[config.mk]
export PLATFORM = sky130hd
export DESIGN_NAME = tournament_predictor
export DESIGN_NICKNAME = d
export VERILOG_FILES = /design/src/bp_pkg.sv /design/src/bp_control.sv /design/src/choice_table.sv /design/src/gselect_predictor.sv /design/src/local_predictor.sv /design/src/tournament_predictor.sv
export SDC_FILE = /design/constraint.sdc
export NUM_CORES = 1
export LEC_CHECK = 0
export BUFFER_PORTS_ARGS = -buffer_cell sky130_fd_sc_hd__buf_4
export CAP_MARGIN = 20
export CELL_PAD_IN_SITES_DETAIL_PLACEMENT = 1
export CELL_PAD_IN_SITES_GLOBAL_PLACEMENT = 1
export CORE_ASPECT_RATIO = 1.25
export CORE_MARGIN = 2
export CORE_UTILIZATION = 45
export DETAILED_ROUTE_END_ITERATION = 12
export MAX_ROUTING_LAYER = met4
export PLACE_DENSITY = 0.79
export SYNTH_ARGS = -nofsm -noshare
export SYNTH_HDL_FRONTEND = slang
export SYNTH_SLANG_ARGS = --single-unit
[constraint.sdc]
create_clock -name clk -period 4.55 [get_ports clk]
set_input_delay 0.91 -clock clk [delete_from_list [all_inputs] [get_ports clk]]
set_output_delay 0.91 -clock clk [all_outputs]
set_load 0.02 [all_outputs]
[src/bp_pkg.sv]
package bp_pkg;

    localparam int PC_IDX_W = 4; // low pc bits that index the per-pc tables.
    localparam int GHIST_W  = 2;
    localparam int LHIST_W  = 2;

    localparam int GSEL_IDX_W   = GHIST_W + PC_IDX_W;
    localparam int GSEL_ENTRIES = 2 ** GSEL_IDX_W;
    localparam int LHT_ENTRIES  = 2 ** PC_IDX_W;
    localparam int PHT_ENTRIES  = 2 ** LHIST_W; // the local pattern table is shared by all pcs.

    typedef logic [31:0]           pc_t;
    typedef logic [PC_IDX_W-1:0]   pc_idx_t;
    typedef logic [GSEL_IDX_W-1:0] gsel_idx_t;
    typedef logic [GHIST_W-1:0]    ghist_t;
    typedef logic [LHIST_W-1:0]    lhist_t;
    typedef logic [1:0]            ctr_t;
    typedef logic [15:0]           stat_t;

    localparam ctr_t CTR_MIN     = 2'b00;
    localparam ctr_t CTR_MAX     = 2'b11;
    localparam ctr_t CTR_INIT    = 2'b01; // weakly not taken.
    localparam ctr_t CHOICE_INIT = 2'b01; // weakly prefers the local predictor.

    // the chooser decision is the top bit of its counter.
    typedef enum logic {
        SEL_LOCAL  = 1'b0,
        SEL_GLOBAL = 1'b1
    } sel_e;

    function automatic pc_idx_t pc_idx(pc_t pc);
        return pc[PC_IDX_W-1:0];
    endfunction

    // one saturating step of a 2-bit counter, up or down.
    function automatic ctr_t ctr_step(ctr_t c, logic up);
        ctr_t nxt;
        nxt = c;
        if (up && c != CTR_MAX) begin
            nxt = c + 2'd1;
        end else if (!up && c != CTR_MIN) begin
            nxt = c - 2'd1;
        end
        return nxt;
    endfunction

endpackage

[src/bp_control.sv]
`timescale 1ns/100ps

module bp_control (
    input  logic          clk,
    input  logic          rst,
    input  logic          is_branch,
    input  logic          branch_taken,
    input  logic          gsel_pred,
    input  logic          local_pred,
    input  logic          gsel_upd_pred,
    input  logic          local_upd_pred,
    input  bp_pkg::sel_e  sel,
    input  bp_pkg::sel_e  upd_sel,
    output logic          prediction,
    output logic          choice_train,
    output logic          choice_toward_global,
    output bp_pkg::stat_t branch_count,
    output bp_pkg::stat_t mispredict_count
);

    logic upd_prediction;
    logic gsel_right;
    logic local_right;
    logic mispredict;
    logic branch_q;
    logic mispredict_q;

    // the counters stop at all ones rather than wrap.
    function automatic bp_pkg::stat_t stat_inc(bp_pkg::stat_t v, logic en);
        bp_pkg::stat_t nxt;
        nxt = v;
        if (en && v != '1) begin
            nxt = v + 16'd1;
        end
        return nxt;
    endfunction

    assign prediction = (sel == bp_pkg::SEL_GLOBAL) ? gsel_pred : local_pred;

    // the final prediction the pipeline would have used for the resolving branch.
    assign upd_prediction = (upd_sel == bp_pkg::SEL_GLOBAL) ? gsel_upd_pred : local_upd_pred;

    assign gsel_right  = (gsel_upd_pred == branch_taken);
    assign local_right = (local_upd_pred == branch_taken);
    assign mispredict  = is_branch && (upd_prediction != branch_taken);

    // when both sides agree there is nothing to learn about which one to trust.
    assign choice_train         = is_branch && (gsel_right != local_right);
    assign choice_toward_global = gsel_right;

    // the outcome is captured at the update edge and counted one cycle later.
    always_ff @(posedge clk) begin
        if (rst) begin
            branch_q     <= 1'b0;
            mispredict_q <= 1'b0;
        end else begin
            branch_q     <= is_branch;
            mispredict_q <= mispredict;
        end
    end

    always_ff @(posedge clk) begin
        if (rst) begin
            branch_count     <= '0;
            mispredict_count <= '0;
        end else begin
            branch_count     <= stat_inc(branch_count, branch_q);
            mispredict_count <= stat_inc(mispredict_count, mispredict_q);
        end
    end

endmodule

[src/choice_table.sv]
`timescale 1ns/100ps

module choice_table (
    input  logic          clk,
    input  logic          rst,
    input  bp_pkg::pc_t   pc_to_predict,
    input  bp_pkg::pc_t   pc_to_update,
    input  logic          choice_train,
    input  logic          choice_toward_global,
    output bp_pkg::sel_e  sel,
    output bp_pkg::sel_e  upd_sel
);

    bp_pkg::ctr_t    cht [bp_pkg::LHT_ENTRIES];
    bp_pkg::pc_idx_t idx_predict;
    bp_pkg::pc_idx_t idx_update;

    assign idx_predict = bp_pkg::pc_idx(pc_to_predict);
    assign idx_update  = bp_pkg::pc_idx(pc_to_update);

    // upper half of the counter range picks the gselect side.
    assign sel     = cht[idx_predict][1] ? bp_pkg::SEL_GLOBAL : bp_pkg::SEL_LOCAL;
    assign upd_sel = cht[idx_update][1] ? bp_pkg::SEL_GLOBAL : bp_pkg::SEL_LOCAL;

    always_ff @(posedge clk) begin
        if (rst) begin
            for (int i = 0; i < bp_pkg::LHT_ENTRIES; i++) begin
                cht[i] <= bp_pkg::CHOICE_INIT;
            end
        end else if (choice_train) begin
            // counting up moves the entry toward global.
            cht[idx_update] <= bp_pkg::ctr_step(cht[idx_update], choice_toward_global);
        end
    end

endmodule

[src/gselect_predictor.sv]
`timescale 1ns/100ps

module gselect_predictor (
    input  logic          clk,
    input  logic          rst,
    input  bp_pkg::pc_t   pc_to_predict,
    input  bp_pkg::pc_t   pc_to_update,
    input  logic          is_branch,
    input  logic          branch_taken,
    output logic          gsel_pred,
    output logic          gsel_upd_pred
);

    bp_pkg::ghist_t    ghist;
    bp_pkg::ctr_t      pht [bp_pkg::GSEL_ENTRIES];
    bp_pkg::gsel_idx_t idx_predict;
    bp_pkg::gsel_idx_t idx_update;

    // both ports see the same history, so lookup and update of one pc hit the same entry.
    assign idx_predict = {ghist, bp_pkg::pc_idx(pc_to_predict)};
    assign idx_update  = {ghist, bp_pkg::pc_idx(pc_to_update)};

    assign gsel_pred     = pht[idx_predict][1];
    assign gsel_upd_pred = pht[idx_update][1]; // what this table said for the branch now resolving.

    always_ff @(posedge clk) begin
        if (rst) begin
            ghist <= '0;
            for (int i = 0; i < bp_pkg::GSEL_ENTRIES; i++) begin
                pht[i] <= bp_pkg::CTR_INIT;
            end
        end else if (is_branch) begin
            ghist            <= {ghist[bp_pkg::GHIST_W-2:0], branch_taken};
            pht[idx_update]  <= bp_pkg::ctr_step(pht[idx_update], branch_taken);
        end
    end

endmodule

[src/local_predictor.sv]
`timescale 1ns/100ps

module local_predictor (
    input  logic          clk,
    input  logic          rst,
    input  bp_pkg::pc_t   pc_to_predict,
    input  bp_pkg::pc_t   pc_to_update,
    input  logic          is_branch,
    input  logic          branch_taken,
    output logic          local_pred,
    output logic          local_upd_pred
);

    bp_pkg::lhist_t  lht [bp_pkg::LHT_ENTRIES];
    bp_pkg::ctr_t    pht [bp_pkg::PHT_ENTRIES];
    bp_pkg::pc_idx_t lht_idx_predict;
    bp_pkg::pc_idx_t lht_idx_update;
    bp_pkg::lhist_t  hist_predict;
    bp_pkg::lhist_t  hist_update;

    assign lht_idx_predict = bp_pkg::pc_idx(pc_to_predict);
    assign lht_idx_update  = bp_pkg::pc_idx(pc_to_update);

    // first level: the history this pc has seen.
    assign hist_predict = lht[lht_idx_predict];
    assign hist_update  = lht[lht_idx_update];

    // second level: the shared counters, indexed by that history.
    assign local_pred     = pht[hist_predict][1];
    assign local_upd_pred = pht[hist_update][1];

    always_ff @(posedge clk) begin
        if (rst) begin
            for (int i = 0; i < bp_pkg::LHT_ENTRIES; i++) begin
                lht[i] <= '0;
            end
            for (int i = 0; i < bp_pkg::PHT_ENTRIES; i++) begin
                pht[i] <= bp_pkg::CTR_INIT;
            end
        end else if (is_branch) begin
            // the counter is trained at the old history, then the history moves on.
            pht[hist_update]    <= bp_pkg::ctr_step(pht[hist_update], branch_taken);
            lht[lht_idx_update] <= {hist_update[bp_pkg::LHIST_W-2:0], branch_taken};
        end
    end

endmodule

[src/tournament_predictor.sv]
`timescale 1ns/100ps

module tournament_predictor (
    input  logic          clk,
    input  logic          rst,
    input  bp_pkg::pc_t   pc_to_predict,
    input  bp_pkg::pc_t   pc_to_update,
    input  logic          is_branch,
    input  logic          branch_taken,
    output logic          prediction,
    output bp_pkg::stat_t branch_count,
    output bp_pkg::stat_t mispredict_count
);

    logic         gsel_pred;
    logic         gsel_upd_pred;
    logic         local_pred;
    logic         local_upd_pred;
    logic         choice_train;
    logic         choice_toward_global;
    bp_pkg::sel_e sel;
    bp_pkg::sel_e upd_sel;

    gselect_predictor u_gselect (
        .clk           (clk),
        .rst           (rst),
        .pc_to_predict (pc_to_predict),
        .pc_to_update  (pc_to_update),
        .is_branch     (is_branch),
        .branch_taken  (branch_taken),
        .gsel_pred     (gsel_pred),
        .gsel_upd_pred (gsel_upd_pred)
    );

    local_predictor u_local (
        .clk            (clk),
        .rst            (rst),
        .pc_to_predict  (pc_to_predict),
        .pc_to_update   (pc_to_update),
        .is_branch      (is_branch),
        .branch_taken   (branch_taken),
        .local_pred     (local_pred),
        .local_upd_pred (local_upd_pred)
    );

    choice_table u_choice (
        .clk                  (clk),
        .rst                  (rst),
        .pc_to_predict        (pc_to_predict),
        .pc_to_update         (pc_to_update),
        .choice_train         (choice_train),
        .choice_toward_global (choice_toward_global),
        .sel                  (sel),
        .upd_sel              (upd_sel)
    );

    bp_control u_control (
        .clk                  (clk),
        .rst                  (rst),
        .is_branch            (is_branch),
        .branch_taken         (branch_taken),
        .gsel_pred            (gsel_pred),
        .local_pred           (local_pred),
        .gsel_upd_pred        (gsel_upd_pred),
        .local_upd_pred       (local_upd_pred),
        .sel                  (sel),
        .upd_sel              (upd_sel),
        .prediction           (prediction),
        .choice_train         (choice_train),
        .choice_toward_global (choice_toward_global),
        .branch_count         (branch_count),
        .mispredict_count     (mispredict_count)
    );

endmodule

* Yosys cells after proc, flatten, opt, wreduce, memory -nomap -nowiden *
Memories as Yosys holds them, arrays and structs flattened.
Index checks and enable logic that the tools add are counted.

operators by class
  add/sub/neg operators = 8
  eq/ne operators = 9
  muxes and demuxes = 36
  reduce and logical (&&, ||, !) cells = 19

operator list
  kind                                                                number
  2-bit two-way mux                                                   17
  16-bit by 1-bit adder with 16-bit output, second input constant     2
  16-bit != test, second input constant                               2
  1-bit two-way mux                                                   16
  1-bit logical AND                                                   10
  4-bit two-way mux                                                   2
  2-bit OR reduction                                                  4
  2-bit by 1-bit adder with 2-bit output, second input constant       3
  6-bit two-way mux                                                   1
  2-bit != test, second input constant                                3
  2-bit nonzero test                                                  3
  2-bit by 1-bit subtractor with 2-bit output, second input constant  3
  1-bit == test                                                       2
  1-bit logical NOT                                                   2
  1-bit != test                                                       2

storage, ports and cells
  register bits = 36
  bits in writable memories = 200
  output and inout bits = 33
  memories kept = 4

memories
  memory         depth  bits a word  read ports  clocked after memory_dff  write ports  line                     RTL
  u_gselect.pht  64     2            2           0                         64           gselect_predictor.sv:15  bp_pkg::ctr_t pht [bp_pkg::GSEL_ENTRIES];
  u_choice.cht   16     2            2           0                         16           choice_table.sv:14       bp_pkg::ctr_t cht [bp_pkg::LHT_ENTRIES];
  u_local.lht    16     2            2           0                         16           local_predictor.sv:14    bp_pkg::lhist_t lht [bp_pkg::LHT_ENTRIES];
  u_local.pht    4      2            2           0                         4            local_predictor.sv:15    bp_pkg::ctr_t pht [bp_pkg::PHT_ENTRIES];

* Depth between registers and ports, before layout *
An unclocked memory read counts as a cell.

  word-level depth = 10
  depth in mapped cells = 14

* Hierarchy *
From an unflattened synthesis, not the netlist that was laid out.

unflattened totals
  cell total of the unflattened synthesis = 1234
  area, all modules = 13967.1 um^2

by module, submodules not included
  module             instances  cells an instance  area an instance (um^2)
  gselect_predictor  1          654                7744.9
  local_predictor    1          211                2529.9
  choice_table       1          166                1958.1
  bp_control         1          203                1734.2

* Worst setup path before layout *
Ideal clock, no wire load.

  path type = input to output
  from = input port pc_to_predict[0]
  to = output port prediction
  arrival time = 3.709 ns
  data required time = 3.640 ns
  path slack = -0.069 ns
  cell stages on the path = 7
  buffers on the path = 2
  path through = clkbuf_1 > buf_1 > mux4_2 > mux4_2 > mux4_2 > nand2_1 > o21ai_0

on the way
  cells in the longest elaborated chain, start to end = 3
  elaborated cells between the ends (all ways) = 6
  those cells by class = 2 x mux; 4 x memory

RTL lines
  element                                                       line                        RTL
  start, declared                                               tournament_predictor.sv:6   input bp_pkg::pc_t pc_to_predict,
  memory 16 x 2 bit (on tied branches)                          -
  memory 4 x 2 bit / 1-bit two-way mux (equally long branches)  -
  1-bit two-way mux (*)                                         bp_control.sv:38            assign prediction = (sel == bp_pkg::SEL_GLOBAL) ? gsel_pred : local_pred;
  end, declared                                                 tournament_predictor.sv:10  output logic prediction,

Every way passes the cells marked *; elsewhere a longest branch is shown, timed or not.

* Final worst setup path *
Ends and elaborated chain as after synthesis.

==> summary.txt <==
Outcome
  – Status: finished, final reports clean

Setup path
  – Critical R2R Launch: u_gselect.pht[11][1]$_SDFFCE_PN0P_
  – Crit start category: input pin
  – CP peak stage delay: 580 ps
  – R2R setup slack: 950 ps
  – Critical-path top delay cell: mux4_2
  – Worst reg2reg path endpoint: u_gselect.pht[15][0]$_SDFFCE_PN1P_
  – CP dominant cell by count: mux4_2
  – Kind of critical path: input pin to primary output
  – Crit path cell chain: buf_4, buf_12, mux4_2, mux4_2, mux4_2, nand2_1, o21ai_0, buf_4
  – Peak fanout along the critical path: 10
  – Worst path required time: 3640 ps
  – Crit path DAT: 3280 ps
  – Crit path capture type: primary output
  – Worst r2r path cells: 10

CTS
  – Clock Tree Buf Depth: 3
  – Clock slew at reported path FFs: 60 ps
  – Clock Sinks: 236
  – Post-CTS Setup Inserts: 0
  – Clock Latency Late Sink: 520 ps
  – Post-CTS sizing: 0
  – Hold Buf Count CTS: 0
  – CTS tree: built
  – Total CTS buffers: 23
  – H-tree Lvls: 1
  – Root Driver: clkbuf_16

Run
  – MaxCap Viol Count: 0

Die
  – Die W: 154 um
  – Die area: 29400 sq um
  – Starting density of the core: 45.7%
  – Row cnt: 68
  – Num ports: 101
  – CORE AREA: 27700 sq um
  – Die extent in y: 191 um

Global routing
  – Antenna violations before repair: 0
  – Largest net degree at the start of global routing: 71
  – Number of global-route vias before repair: 9493
  – First-pass GRT wire length: 56800 um
  – GRT Total Usage: 26.4%
  – Grt total ovfl: 0

Synth
  – Synthesized flop and latch total: 236
  – Yosys warnings: 0
  – Post-synth EDFFs: 200
  – Top-area cell type share of the netlist area: 47.6%
  – Top_reg_cell synth: edfxtp_1
  – Yosys cell types: 50
  – Sequential fraction of the synthesis area: 53.3%
  – Cells after Synth: 1006
  – Synth cell count leaders: edfxtp_1 (200), nor2_1 (102), mux4_2 (92)
  – Mean Syn Cell Area: 12.6 sq um
  – Top-count cell post-synth: edfxtp_1
  – Area contributors post-synth: edfxtp_1 (48%), mux4_2 (16%), dfxtp_1 (5.7%)
  – Syn Nets: 1082
  – Cell taking the most area after synthesis: edfxtp_1
  – Mapped cell area: 12600 sq um
  – Ys async rst share: 0%

Finish
  – Share of cells above drive strength 1: 22.1%
  – Fin nets: 1105
  – N_diodes: 0
  – Area growth from synthesis to layout: 12.8%
  – Fin util: 51.5%
  – Fillers: 2776

Min path
  – Hold Path Cell Cnt: 2
  – Worst Hold End: u_control.mispredict_count[4]$_SDFFE_PP0P_
  – Hold Crit Class: flip-flop to flip-flop
  – Hold_sp: u_control.mispredict_count[4]$_SDFFE_PP0P_

Timing
  – RSZ-0062 raised after global routing: false
  – Slew Limit Headroom: 40.1%
  – Crit path time final: 4190 ps
  – Worst slew pin tran: 895 ps
  – Final hold viol count: 0
  – Hold_ws: 518 ps
  – Final Max Slew Viols: 0
  – Final setup fails: 0
  – Layout Skew: 10.5 ps
  – Total negative setup slack: 0 ps
  – Fin crit share: 92.2%
  – Max Fclk: 238 MHz

Drt
  – Post-DRT Antenna Nets: 0
  – DR vias: 8984
  – DR WL/cell: 26.7 um
  – TritonRoute pass-1 iters: 6
  – Final wirelength: 37200 um
  – # DRC: 0
  – Vias per Instance: 6.45
  – Initial drt markers: 787

Placement
  – GPL Wtd Cong: 0.925
  – PortBufs: 44
  – DP HPWL: 25500 um

Pwr
  – Maximum vdd ir drop: 0.000224 V
  – PD cells: 369 nW/um^2
  – Pleak: 4.83 nW
[cells by family (layout without fill, tap and decap cells)]
family	after synthesis	count (layout)	synth area share [%]
mux	112	112	18.2
xor+xnor	30	30	2.29
flops	236	236	53.3
fa+ha+maj	8	8	0.793
compound gates	98	98	5.59
buf+inv	100	137	3.47
simple gates	422	422	16.4
[final cells by class]
class	count	area [sq um]	share of cell area (%)
clock inverters	7	109	0.765
well taps	350	438	3.08
multi-input cells	670	5470	38.5
repair buffers	89	806	5.66
inverters	9	33.8	0.237
clock buffers	32	649	4.56
flip-flops and latches	236	6730	47.2
[placed cells by master, fill, tap and decap left out, drive strengths merged, types with 13 or more instances in the layout]
master / netlist / final
mux2i: 17 / 17
nand2: 68 / 68
nor2: 102 / 102
clkbuf: 55 / 33
mux4: 92 / 92
dfxtp: 36 / 36
edfxtp: 200 / 200
a21o: 56 / 56
nand2b: 27 / 27
nand3: 68 / 68
nor3: 82 / 82
buf: 36 / 88
or2: 19 / 19
and3: 14 / 14
xor2: 20 / 20
nand4: 13 / 13
[worst max-delay path, delay by kind of cell]
| family | cells | cell delay [ps] |
|---|---|---|
| compound gates | 1 | 80 |
| buf+inv | 3 | 600 |
| mux | 3 | 1580 |
| simple gates | 1 | 80 |
[metal layers]
layer  vias up  part of all wire, %  routed length (um)  GRT usage, %
met2       398                   53               19700          46.8
met1      4597                   34               12800          29.1
met3       139                  6.8                2520          3.20
met4         0                  6.0                2230          14.5
met5         -                    0                   0             -
li1       3850                    -                   -             -
[how the worst max path moves through the flow]
stage / from / endpoint / slack (ps) / cells after the start
floorplan: pc_to_predict[0] / prediction / 170 / 7
global placement: pc_to_update[1] / u_gselect.pht[47][0]$_SDFFCE_PN1P_ / 260 / 12
detailed placement: pc_to_update[1] / u_local.pht[1][1]$_SDFFCE_PN0P_ / 50 / 13
CTS: pc_to_predict[0] / prediction / 360 / 8
global route: pc_to_predict[0] / prediction / 300 / 8
finish: pc_to_predict[0] / prediction / 360 / 8
[where the power goes]
part	switching, mW	internal (mW)	total [mW]
Sequential	0.0356	2.40	2.43
Clock	0.818	1.16	1.98
Combinational	0.512	0.325	0.837
[through the flow]
step / instances / area, sq um / worst slack (ps) / power (mW)
after global placement: 1351 / 13400 / 257 / 3.27
final: 1393 / 14200 / 357 / 5.25
after detailed placement: 1352 / 13500 / 48.4 / 3.31
after global routing: 1393 / 14200 / 297 / 5.40
after floorplan: 1006 / 12600 / 165 / 3.00
after CTS: 1391 / 14200 / 357 / 5.26
[registers in the layout, summed over array words and instances (netlist names)]
register,flops
u_gselect.pht,128
u_choice.cht,32
u_control.mispredict_q,1
u_local.pht,8
u_gselect.ghist,2
u_control.mispredict_count,16
u_control.branch_q,1
u_local.lht,32
u_control.branch_count,16
Power figures use the tool's default switching activity.
